===== src/verilog/exceptionPkg.sv =====
`default_nettype none

package exceptionPkg;

  // Core address width
  localparam int AddrWidth = 32;

  // Encoding widths for the enums below
  localparam int StateWidth = 3;
  localparam int VecWidth = 3;
  localparam int PcSelWidth = 2;

  // Exception FSM states
  typedef enum logic [StateWidth-1:0] {
    ready,
    dataAbort2,
    intE,
    intM,
    intW,
    exceptionM,
    exceptionW
  } excState;

  // Vector table index, byte offset is index times four
  // Index 5 is reserved
  typedef enum logic [VecWidth-1:0] {
    resetVec     = 3'd0,
    undefVec     = 3'd1,
    swiVec       = 3'd2,
    prefetchVec  = 3'd3,
    dataAbortVec = 3'd4,
    irqVec       = 3'd6,
    fiqVec       = 3'd7
  } vecCode;

  // PC offset the datapath saves into the link register
  typedef enum logic [PcSelWidth-1:0] {
    pcPlus8 = 2'b00,
    pcPlus0 = 2'b01,
    pcPlus4 = 2'b10
  } pcSel;

endpackage

`default_nettype wire


===== src/verilog/excStageIf.sv =====
`default_nettype none

interface excStageIf;

  // Exception flags carried to W
  logic swiW;
  logic prefetchAbortW;
  logic undefInstrW;

  // Status register enables, delayed one cycle
  logic irqEnSync;
  logic fiqEnSync;

  // A PC write reached W, let D take the new PC
  logic unstallD;

  // Stage register clears from the FSM
  logic clearM;
  logic clearW;

  modport pipe (
    output swiW, prefetchAbortW, undefInstrW,
    output irqEnSync, fiqEnSync, unstallD,
    input  clearM, clearW
  );

  modport fsm (
    output clearM, clearW,
    input  irqEnSync, fiqEnSync, unstallD,
    input  swiW, prefetchAbortW, undefInstrW
  );

  modport vec (
    input swiW, prefetchAbortW, undefInstrW
  );

endinterface

`default_nettype wire


===== src/verilog/exceptionPipe.sv =====
`default_nettype none

module exceptionPipe (
  input  logic    clk,
  input  logic    reset,
  input  logic    undefInstrE,
  input  logic    swiE,
  input  logic    prefetchAbortE,
  input  logic    stallE,
  input  logic    stallM,
  input  logic    stallW,
  input  logic    pcUpdateW,
  input  logic    irqEnabled,
  input  logic    fiqEnabled,
  excStageIf.pipe stage
);

  // Flags of the instruction now in M
  logic swiM;
  logic prefetchAbortM;
  logic undefInstrM;

  // E to M flags
  // Cleared once the FSM has left ready, since an earlier exception won
  always_ff @(posedge clk) begin
    if (reset) begin
      swiM <= 1'b0;
      prefetchAbortM <= 1'b0;
      undefInstrM <= 1'b0;
    end else if (!stallM) begin
      if (stage.clearM) begin
        swiM <= 1'b0;
        prefetchAbortM <= 1'b0;
        undefInstrM <= 1'b0;
      end else begin
        swiM <= swiE;
        prefetchAbortM <= prefetchAbortE;
        undefInstrM <= undefInstrE;
      end
    end
  end

  // M to W flags
  // Only taken while the FSM sits in exceptionM, so CPSR save lines up with W
  always_ff @(posedge clk) begin
    if (reset) begin
      stage.swiW <= 1'b0;
      stage.prefetchAbortW <= 1'b0;
      stage.undefInstrW <= 1'b0;
    end else if (!stallW) begin
      if (stage.clearW) begin
        stage.swiW <= 1'b0;
        stage.prefetchAbortW <= 1'b0;
        stage.undefInstrW <= 1'b0;
      end else begin
        stage.swiW <= swiM;
        stage.prefetchAbortW <= prefetchAbortM;
        stage.undefInstrW <= undefInstrM;
      end
    end
  end

  // Status register updates on the falling edge
  // Move the enables onto the rising edge
  always_ff @(posedge clk) begin
    if (reset) begin
      stage.irqEnSync <= 1'b0;
      stage.fiqEnSync <= 1'b0;
    end else begin
      stage.irqEnSync <= irqEnabled;
      stage.fiqEnSync <= fiqEnabled;
    end
  end

  // PC write in W, frees D so a branch target gets in
  always_ff @(posedge clk) begin
    if (reset) begin
      stage.unstallD <= 1'b0;
    end else if (!stallE) begin
      stage.unstallD <= pcUpdateW;
    end
  end

endmodule

`default_nettype wire


===== src/verilog/exceptionFsm.sv =====
`default_nettype none

module exceptionFsm import exceptionPkg::*; (
  input  logic   clk,
  input  logic   reset,
  input  logic   undefInstrE,
  input  logic   swiE,
  input  logic   prefetchAbortE,
  input  logic   dataAbort,
  input  logic   irq,
  input  logic   fiq,
  input  logic   stallD,
  input  logic   stallE,
  input  logic   stallM,
  input  logic   stallW,
  input  logic   pcWrPendingF,
  excStageIf.fsm stage,
  output logic   flushD,
  output logic   flushE,
  output logic   flushM,
  output logic   flushW,
  output logic   stallDOut,
  output logic   interrupting,
  output logic   dataAbortCycle2,
  output logic   irqAssert,
  output logic   fiqAssert
);

  excState state;
  excState nextState;

  // Flush bits in D, E, M, W order
  logic [3:0] flushVec;

  logic instrException;
  logic interruptPending;

  // Exception raised by the instruction in E
  assign instrException = undefInstrE | swiE | prefetchAbortE;

  // Instruction exceptions take precedence over interrupts
  assign interruptPending = ((fiq & stage.fiqEnSync) | (irq & stage.irqEnSync))
                            & ~instrException;

  always_ff @(posedge clk) begin
    if (reset) begin
      state <= ready;
    end else begin
      state <= nextState;
    end
  end

  // Next state and flushes, Mealy style
  always_comb begin
    flushVec = 4'b0000;
    nextState = state;
    case (state)
      ready: begin
        if (dataAbort) begin
          // Abort caught in M, throw away everything behind it
          flushVec = 4'b1111;
          nextState = dataAbort2;
        end else if (instrException) begin
          // Caught in E, faulting instruction moves on to save CPSR later
          flushVec = 4'b1110;
          nextState = stallM ? ready : exceptionM;
        end else if (interruptPending) begin
          // Wait for the last good instruction to leave D
          nextState = stallD ? ready : intE;
        end
      end

      // Second abort cycle saves the PC
      dataAbort2: begin
        flushVec = 4'b1011;
        nextState = stallE ? dataAbort2 : ready;
      end

      // Faulting instruction in M
      exceptionM: begin
        flushVec = 4'b0100;
        nextState = stallW ? exceptionM : exceptionW;
      end

      // Faulting instruction in W, vector taken
      exceptionW: begin
        flushVec = 4'b1000;
        nextState = stallE ? exceptionW : ready;
      end

      // Last good instruction in E
      // A pending PC write holds everything until it lands
      intE: begin
        flushVec = 4'b0100;
        if (!interruptPending) begin
          nextState = ready;
        end else if (stallE || pcWrPendingF) begin
          nextState = intE;
        end else begin
          nextState = intM;
        end
      end

      // Last good instruction in M
      intM: begin
        flushVec = 4'b0100;
        if (!interruptPending) begin
          nextState = ready;
        end else begin
          nextState = stallM ? intM : intW;
        end
      end

      // Last good instruction in W, interrupt asserts here
      intW: begin
        flushVec = 4'b1000;
        if (!interruptPending) begin
          nextState = ready;
        end else begin
          nextState = stallW ? intW : ready;
        end
      end

      default: begin
        nextState = ready;
      end
    endcase
  end

  assign {flushD, flushE, flushM, flushW} = flushVec;

  assign interrupting = (state != ready) | instrException;
  assign dataAbortCycle2 = (state == dataAbort2);

  // FIQ wins over IRQ
  assign fiqAssert = (state == intW) & fiq & stage.fiqEnSync;
  assign irqAssert = (state == intW) & irq & stage.irqEnSync & ~fiqAssert;

  // Hold D so the return address stays put
  // Released when a PC write reaches W so the branch target can enter D
  assign stallDOut = (((state == intE) | (state == intM)) & ~stage.unstallD)
                     | ((state == ready) & (dataAbort | instrException))
                     | (state == exceptionM);

  // M flags only survive while idle
  assign stage.clearM = (state != ready);
  // W flags only taken from exceptionM
  assign stage.clearW = (state != exceptionM);

endmodule

`default_nettype wire


===== src/verilog/exceptionVector.sv =====
`default_nettype none

module exceptionVector import exceptionPkg::*; #(
  parameter logic [AddrWidth-1:0] VectorBase = '0
) (
  input  logic                 reset,
  input  logic                 dataAbortCycle2,
  input  logic                 irqAssert,
  input  logic                 fiqAssert,
  excStageIf.vec               stage,
  output logic [AddrWidth-1:0] vectorPc,
  output logic                 savePc,
  output pcSel                 pcInSelect
);

  vecCode code;
  logic [AddrWidth-1:0] vecOffset;

  logic interruptSrc;
  logic instrAbortSrc;

  assign interruptSrc = fiqAssert | irqAssert;

  // Sources that save the faulting PC itself
  assign instrAbortSrc = dataAbortCycle2 | stage.prefetchAbortW | stage.swiW
                         | stage.undefInstrW;

  // Highest priority source first
  always_comb begin
    if (fiqAssert) begin
      code = fiqVec;
    end else if (irqAssert) begin
      code = irqVec;
    end else if (dataAbortCycle2) begin
      code = dataAbortVec;
    end else if (stage.prefetchAbortW) begin
      code = prefetchVec;
    end else if (stage.swiW) begin
      code = swiVec;
    end else if (stage.undefInstrW) begin
      code = undefVec;
    end else begin
      // Reset, and the idle case
      code = resetVec;
    end
  end

  // Four bytes per vector entry
  assign vecOffset = {{(AddrWidth - VecWidth - 2){1'b0}}, code, 2'b00};
  assign vectorPc = VectorBase + vecOffset;

  assign savePc = interruptSrc | instrAbortSrc | reset;

  always_comb begin
    if (interruptSrc) begin
      pcInSelect = pcPlus4;
    end else if (instrAbortSrc) begin
      pcInSelect = pcPlus0;
    end else begin
      pcInSelect = pcPlus8;
    end
  end

endmodule

`default_nettype wire


===== src/verilog/exceptionUnit.sv =====
`default_nettype none

module exceptionUnit import exceptionPkg::*; #(
  // Low vectors, a high-vector core uses 32'hFFFF_0000
  parameter logic [AddrWidth-1:0] VectorBase = 32'h0000_0000
) (
  input  logic                 clk,
  input  logic                 reset,
  // Exceptions with the instruction in E
  input  logic                 undefInstrE,
  input  logic                 swiE,
  input  logic                 prefetchAbortE,
  // Abort from the data side, caught in M
  input  logic                 dataAbort,
  // Interrupt request levels and their status register enables
  input  logic                 irq,
  input  logic                 fiq,
  input  logic                 irqEnabled,
  input  logic                 fiqEnabled,
  // Pipeline stalls
  input  logic                 stallD,
  input  logic                 stallE,
  input  logic                 stallM,
  input  logic                 stallW,
  input  logic                 pcWrPendingF,
  input  logic                 pcUpdateW,
  // Pipeline control
  output logic                 flushD,
  output logic                 flushE,
  output logic                 flushM,
  output logic                 flushW,
  output logic                 stallDOut,
  output logic                 interrupting,
  output logic                 dataAbortCycle2,
  output logic                 irqAssert,
  output logic                 fiqAssert,
  output logic                 resetMicrop,
  // PC vectoring
  output logic [AddrWidth-1:0] vectorPc,
  output logic                 savePc,
  output pcSel                 pcInSelect
);

  excStageIf stage ();

  // Stage carry of flags, enable sync, PC write tracking
  exceptionPipe i_pipe (
    .clk            (clk),
    .reset          (reset),
    .undefInstrE    (undefInstrE),
    .swiE           (swiE),
    .prefetchAbortE (prefetchAbortE),
    .stallE         (stallE),
    .stallM         (stallM),
    .stallW         (stallW),
    .pcUpdateW      (pcUpdateW),
    .irqEnabled     (irqEnabled),
    .fiqEnabled     (fiqEnabled),
    .stage          (stage)
  );

  exceptionFsm i_fsm (
    .clk             (clk),
    .reset           (reset),
    .undefInstrE     (undefInstrE),
    .swiE            (swiE),
    .prefetchAbortE  (prefetchAbortE),
    .dataAbort       (dataAbort),
    .irq             (irq),
    .fiq             (fiq),
    .stallD          (stallD),
    .stallE          (stallE),
    .stallM          (stallM),
    .stallW          (stallW),
    .pcWrPendingF    (pcWrPendingF),
    .stage           (stage),
    .flushD          (flushD),
    .flushE          (flushE),
    .flushM          (flushM),
    .flushW          (flushW),
    .stallDOut       (stallDOut),
    .interrupting    (interrupting),
    .dataAbortCycle2 (dataAbortCycle2),
    .irqAssert       (irqAssert),
    .fiqAssert       (fiqAssert)
  );

  exceptionVector #(
    .VectorBase (VectorBase)
  ) i_vector (
    .reset           (reset),
    .dataAbortCycle2 (dataAbortCycle2),
    .irqAssert       (irqAssert),
    .fiqAssert       (fiqAssert),
    .stage           (stage),
    .vectorPc        (vectorPc),
    .savePc          (savePc),
    .pcInSelect      (pcInSelect)
  );

  // Data abort kills the running micro-op sequence too
  assign resetMicrop = dataAbort;

endmodule

`default_nettype wire


===== config.mk =====
export PLATFORM = sky130hd
export DESIGN_NAME = exceptionUnit
export DESIGN_NICKNAME = d
export VERILOG_FILES = /design/src/verilog/exceptionPkg.sv /design/src/verilog/excStageIf.sv /design/src/verilog/exceptionPipe.sv /design/src/verilog/exceptionFsm.sv /design/src/verilog/exceptionVector.sv /design/src/verilog/exceptionUnit.sv
export SDC_FILE = /design/constraint.sdc
export NUM_CORES = 1
export LEC_CHECK = 0
export BUFFER_PORTS_ARGS = -buffer_cell sky130_fd_sc_hd__buf_4
export CAP_MARGIN = 15
export CELL_PAD_IN_SITES_DETAIL_PLACEMENT = 1
export CELL_PAD_IN_SITES_GLOBAL_PLACEMENT = 2
export CORE_UTILIZATION = 19
export CTS_CLUSTER_DIAMETER = 200
export DETAILED_ROUTE_END_ITERATION = 8
export HOLD_SLACK_MARGIN = 0.08
export PLACE_DENSITY = 0.74
export SLEW_MARGIN = 20
export SYNTH_ARGS = -nofsm -noshare
export SYNTH_HDL_FRONTEND = slang
export SYNTH_SLANG_ARGS = --single-unit

===== constraint.sdc =====
create_clock -name clk -period 1.4 [get_ports clk]
set_input_delay 0.28 -clock clk [delete_from_list [all_inputs] [get_ports clk]]
set_output_delay 0.28 -clock clk [all_outputs]
set_load 0.005 [all_outputs]

; After elaboration in Yosys (flattened, before gate mapping)
; Cells that the tools add are included.
[totals]
in_bits = 16
out_inout_bits = 45
regBits = 12
[classes]
n_mux = 32
reduce_logical = 5
eq_ne = 8
n_bitwise = 27
[op_table]
columns = operator, n
row1 = $mux 3, 15
row2 = $pmux 3 s7, 1
row3 = $pmux 4 s4, 1
row4 = $or 1x1->1, 14
row5 = $and 1x1->1, 10
row6 = $mux 1, 10
row7 = $eq 3x3->1 const B, 3
row8 = $mux 4, 2
row9 = $eq 3x2->1 const B, 2
row10 = $mux 2, 3
row11 = $ne 4x2->1 const B, 1
row12 = $eq 3x1->1 const B, 1
row13 = $logic_not 3->1, 1
row14 = $ne 3x3->1 const B, 1
row15 = $not 1->1, 3
row16 = $reduce_bool 3->1, 1
row17 = $reduce_or 3->1, 1
row18 = $reduce_or 2->1, 1
row19 = $logic_or 1x1->1, 1

; Depth between registers and ports, before layout
[depth]
ltp_word = 8
mapped_depth = 5
ltp_nobuf = 5

; Hierarchy
; A second synthesis with hierarchy kept.
[hier_totals]
cells_unflattened = 133
hier_area_um2 = 1048.5
[by_module_without_submodules]
columns = mod, instances, cells_each, seq_area_each_um2, area_each_um2
row1 = exceptionFsm, 1, 57, 60.1, 399.1
row2 = exceptionPipe, 1, 32, 180.2, 339.1
row3 = exceptionVector, 1, 43, 0.0, 302.8
row4 = exceptionUnit, 1, 1, 0.0, 7.5

; Least setup slack after synthesis
; No wires, ideal clock.
[synth_path]
path_type = input to output
from = input swiE
to = output flushD
arrival_ns = 1.200
n_path_buf = 1
stages = 4
path_slack_ns = -0.080
path_cell_list = or3_1 -> buf_2 -> o31a_1 -> a21o_1
[synth_between]
elab_chain_cells = 5
[synth_rtl]
columns = item, line_no
row1 = from (decl), exceptionUnit.sv:11  ; input logic swiE,
row2 = $or 1x1->1 (2 in a row), exceptionFsm.sv:39  ; assign instrException = undefInstrE | swiE | prefetchAbortE;
row3 = $mux 4, exceptionFsm.sv:63  ; end else if (instrException) begin
row4 = $mux 4, exceptionFsm.sv:59  ; if (dataAbort) begin
row5 = $pmux 4 s4, exceptionFsm.sv:57  ; case (state)
row6 = to (decl), exceptionUnit.sv:28  ; output logic flushD,
; Every way passes these cells.

; Worst setup path in the final report
[layout_path]
from = input prefetchAbortE
to = output interrupting
[layout_between]
elab_chain_cells = 2
[layout_rtl]
columns = item, line_no
row1 = from (decl), exceptionUnit.sv:12  ; input logic prefetchAbortE,
row2 = $or 1x1->1, exceptionFsm.sv:39
row3 = $or 1x1->1, exceptionFsm.sv:132  ; assign interrupting = (state != ready) | instrException;
row4 = to (decl), exceptionUnit.sv:33  ; output logic interrupting,
; Every way passes these cells.

==> results by group <==
Drt
  – Number of vias per cell: 4.20
  – WL/cell: 12.6 um
  – Drt first pass iters: 4
  – Number of antenna-violating nets in the routed design: 0
  – Iter 0 DRT Violations: 15
  – Total via count in the routed design: 1072
  – DRC violation count after routing: 0
  – Wire length after detailed routing: 3.21 mm

Worst setup path
  – Maximum fanout along the worst path: 5
  – Data required, critical path: 1.12 ns
  – Most frequent CP cell: sky130_fd_sc_hd__buf_6
  – Critical path capture point type: output port
  – Critical register-to-register path startpoint: i_fsm.state[2]$_SDFFE_PP0P_
  – Startpoint of the most critical setup path: prefetchAbortE
  – Startpoint Class: input port
  – Crit-path slowest cell: sky130_fd_sc_hd__or3_4
  – Type of the worst setup path: input port to output port
  – Data arrival time of the critical path: 1.35 ns
  – Worst path top cell family by delay: simple AND/OR/NAND/NOR gates
  – R2R setup slack: -0.06 ns
  – Buffers & Inverters on Critical Path: 4
  – Worst stage delay on the critical path: 0.42 ns
  – Chain of cells forming the critical path: buf_6, or3_4, buf_4, buf_6, nand3b_4, buf_6

STA
  – Clock Skew: 0.00220 ns
  – Min Clock Period, post-route: 1.63 ns
  – Final hold violation count: 0
  – Fmax: 612 MHz
  – Hold Slack: 0.257 ns
  – RSZ-0062 raised after global routing: yes
  – Final setup violation count: 18
  – Number of pins with negative max-slew slack in the final report: 0
  – Worst Slack Setup Final: -0.234 ns
  – Final cycle utilization of the critical path: 117%

Global route
  – Antenna violations before repair: 0
  – Global-route met3 utilization: 3.52%
  – Largest net degree at the start of global routing: 17
  – Aggregate global-route resource usage: 12.1%
  – Wire length of the first global-routing pass: 5.07 mm
  – Vias in the first global route: 1024
  – Overflow left after global routing: 0
  – Grt met2 use: 20.1%
  – Global-route track usage on met1: 16.0%
  – Most heavily used metal layer in global routing: met2

Floorplan
  – Overall die height: 74.3 um
  – Core area: 4880 um2
  – X dimension of the die: 74.3 um
  – Initial Util: 20.3%
  – Num ports: 61
  – Standard-cell rows: 25
  – Area of the die: 5520 um2

Synth
  – Xor/xnor share of the synthesized area: 0%
  – Main combinational cell family by area after synthesis: buffers and inverters
  – Warnings, synthesis: 0
  – Mux cell area share after synthesis: 2.02%
  – Fraction of the mapped netlist area in compound gates: 20.3%
  – Flip-flop and latch count after synthesis: 12
  – Simple-gate share of the synthesized area: 24.8%
  – Fraction of the yosys area taken by sequential cells: 24.2%
  – Area of the mapped netlist: 992 um2
  – Number of distinct library cells after synthesis: 38
  – Instance count of the mapped netlist: 134
  – Synth Area per Inst: 7.40 um2
  – Post-synthesis adder-cell area fraction: 0%

Power
  – Share of power burned in combinational logic: 37.6%
  – Static Leak: 0.750 nW
  – Power Total: 1.23 mW
  – Pwr Density: 743 nW/um2
  – Worst ir drop on vdd: 481 uV
  – Sw power: 360 uW
  – Switching portion of total power: 29.3%
  – P_int: 868 uW
  – Proportion of power drawn by the clock network: 31.6%
  – Sequential group share of total power: 30.8%

Clocking
  – Worst-skew pair later-pin latency: 0.24 ns
  – Clock tree from TritonCTS: built
  – Buffer type at the clock tree root: sky130_fd_sc_hd__clkbuf_8
  – H-tree lvl count: 1
  – Total clock sinks: 12
  – Maximum count of clock buffers along a single path: 2
  – Number of buffers created by CTS: 3
  – Count of hold-fix buffers inserted at cts: 0
  – Clk pin slew, worst setup/hold paths: 0.05 ns

Worst hold path
  – Kind of path behind the tightest hold check: input port to flop
  – Hold path startpoint: irqEnabled

Cells and area
  – Finished Core Util: 33.8%
  – Number of diodes added for antenna fixing: 0
  – Net count, final: 205
  – Fraction of final layout cells with drive strength greater than 1: 48.4%
  – Layout Area Growth over Synthesis: 66.5%

Flow run
  – Maxcap violations: 0

Status
  – Status: finished, violations left
  – Violated checks: setup timing

Place
  – Buffers added on ports: 31
  – HPWL after DPL: 2.28 mm
  – Placer Congestion: 0.814
-- flip-flops by register name, summed over array words and instances, names as in the netlist --
name / cells
i_fsm.state: 3
i_pipe.prefetchAbortM: 1
i_pipe.stage.fiqEnSync: 1
i_pipe.stage.irqEnSync: 1
i_pipe.stage.prefetchAbortW: 1
i_pipe.stage.swiW: 1
i_pipe.stage.undefInstrW: 1
i_pipe.stage.unstallD: 1
i_pipe.swiM: 1
i_pipe.undefInstrM: 1
-- logic make-up (layout without fill, tap and decap cells) --
kind of cell	Yosys count	after routing
AOI/OAI and AO/OA	31	31
other	1	29
buffers and inverters	43	69
and+or+nand+nor	45	45
muxes	2	2
DFF	12	12
-- worst paths after layout --
path              cells after the start                                    end
setup reg to reg                      6            i_fsm.state[1]$_SDFFE_PP0P_
hold / removal                        2      i_pipe.stage.irqEnSync$_SDFF_PP0_
hold reg to reg                       2  i_pipe.stage.undefInstrW$_SDFFE_PP0N_
setup / recovery                      6                           interrupting
-- power groups by stage --
stage | Sequential (mW) | Clock, mW | Combinational [mW]
floorplan | 0.373 | 0 | 0.209
global placement | 0.383 | 0 | 0.326
detailed placement | 0.383 | 0 | 0.330
CTS | 0.378 | 0.402 | 0.409
global route | 0.381 | 0.425 | 0.507
finish | 0.378 | 0.388 | 0.462
-- synth_stat cells (all sizes together) --
cell    number  area share, %
a211o        1           0.88
a21boi       1           0.76
a21o         1           0.76
a21oi        8            4.0
a22oi        5            3.8
a31oi        3            1.9
a32oi        1           0.88
and3         1           0.63
buf         35             25
clkbuf       3            1.1
conb         1           0.38
dfxtp       12             24
inv          5            1.9
mux2i        2            2.0
nand2       13            4.9
nand3        1           0.50
nand3b       4            4.3
nand4        2            1.3
nand4b       1           0.88
nor2        11            4.4
nor2b        3            1.9
nor3         3            1.5
nor3b        1           0.76
nor4         1           0.63
nor4b        1           0.88
nor4bb       1            1.0
o21a         1           0.76
o21ai        5            2.5
o22ai        1           0.63
o31a         1           0.88
o31ai        2            1.5
o32a         1            1.0
or3          2            1.3
-- final cells by class --
| cell class | count | area [um2] |
|---|---|---|
| Sequential cell | 12 | 249 |
| Fill cell | 611 | 3230 |
| Multi-Input combinational cell | 107 | 709 |
| Inverter | 5 | 21.3 |
| Tap cell | 67 | 83.8 |
| Clock buffer | 4 | 55.1 |
| Timing Repair Buffer | 60 | 533 |
-- placed cells by master (no fill, tap or decap), drive strengths merged --
cell type / instances
a22oi: 5
a31oi: 3
clkbuf: 4
nand3b: 4
o22ai: 1
nor2: 11
o21ai: 5
dfxtp: 12
nor4b: 1
a21oi: 8
conb: 29
a211o: 1
mux2i: 2
nor2b: 3
nor4bb: 1
nand4b: 1
nor3b: 1
buf: 60
a21boi: 1
o32a: 1
nand4: 2
or3: 2
a32oi: 1
nor4: 1
and3: 1
nand2: 13
nor3: 3
a21o: 1
o31a: 1
o21a: 1
nand3: 1
o31ai: 2
inv: 5
-- timing repair --
item | CTS | global route
resized for setup | 42 | 20
buffers inserted | 6 | 6
hold endpoints to repair | 0 | 0
endpoints found under the setup margin | 18 | 21
pin swaps | 11 | 9
gates cloned | 0 | 0
-- per-layer routing --
layer	wire length [um]	part of all wire [%]
met1	1390	43
met4	0	0
met2	1580	49
met3	239	7.4
met5	0	0
-- stage by stage --
step / TNS (ns) / cells / setup slack (ns) / instance area (um2)
2_1_floorplan: -0.186 / 162 / -0.0805 / 1100
3_3_place_gp: -2.38 / 241 / -0.375 / 1300
3_5_place_dp: -2.43 / 241 / -0.373 / 1300
4_1_cts: -1.82 / 251 / -0.231 / 1550
5_1_grt: -3.14 / 255 / -0.283 / 1650
6_report: -2.06 / 255 / -0.234 / 1650
(Power assumes the default switching activity.)
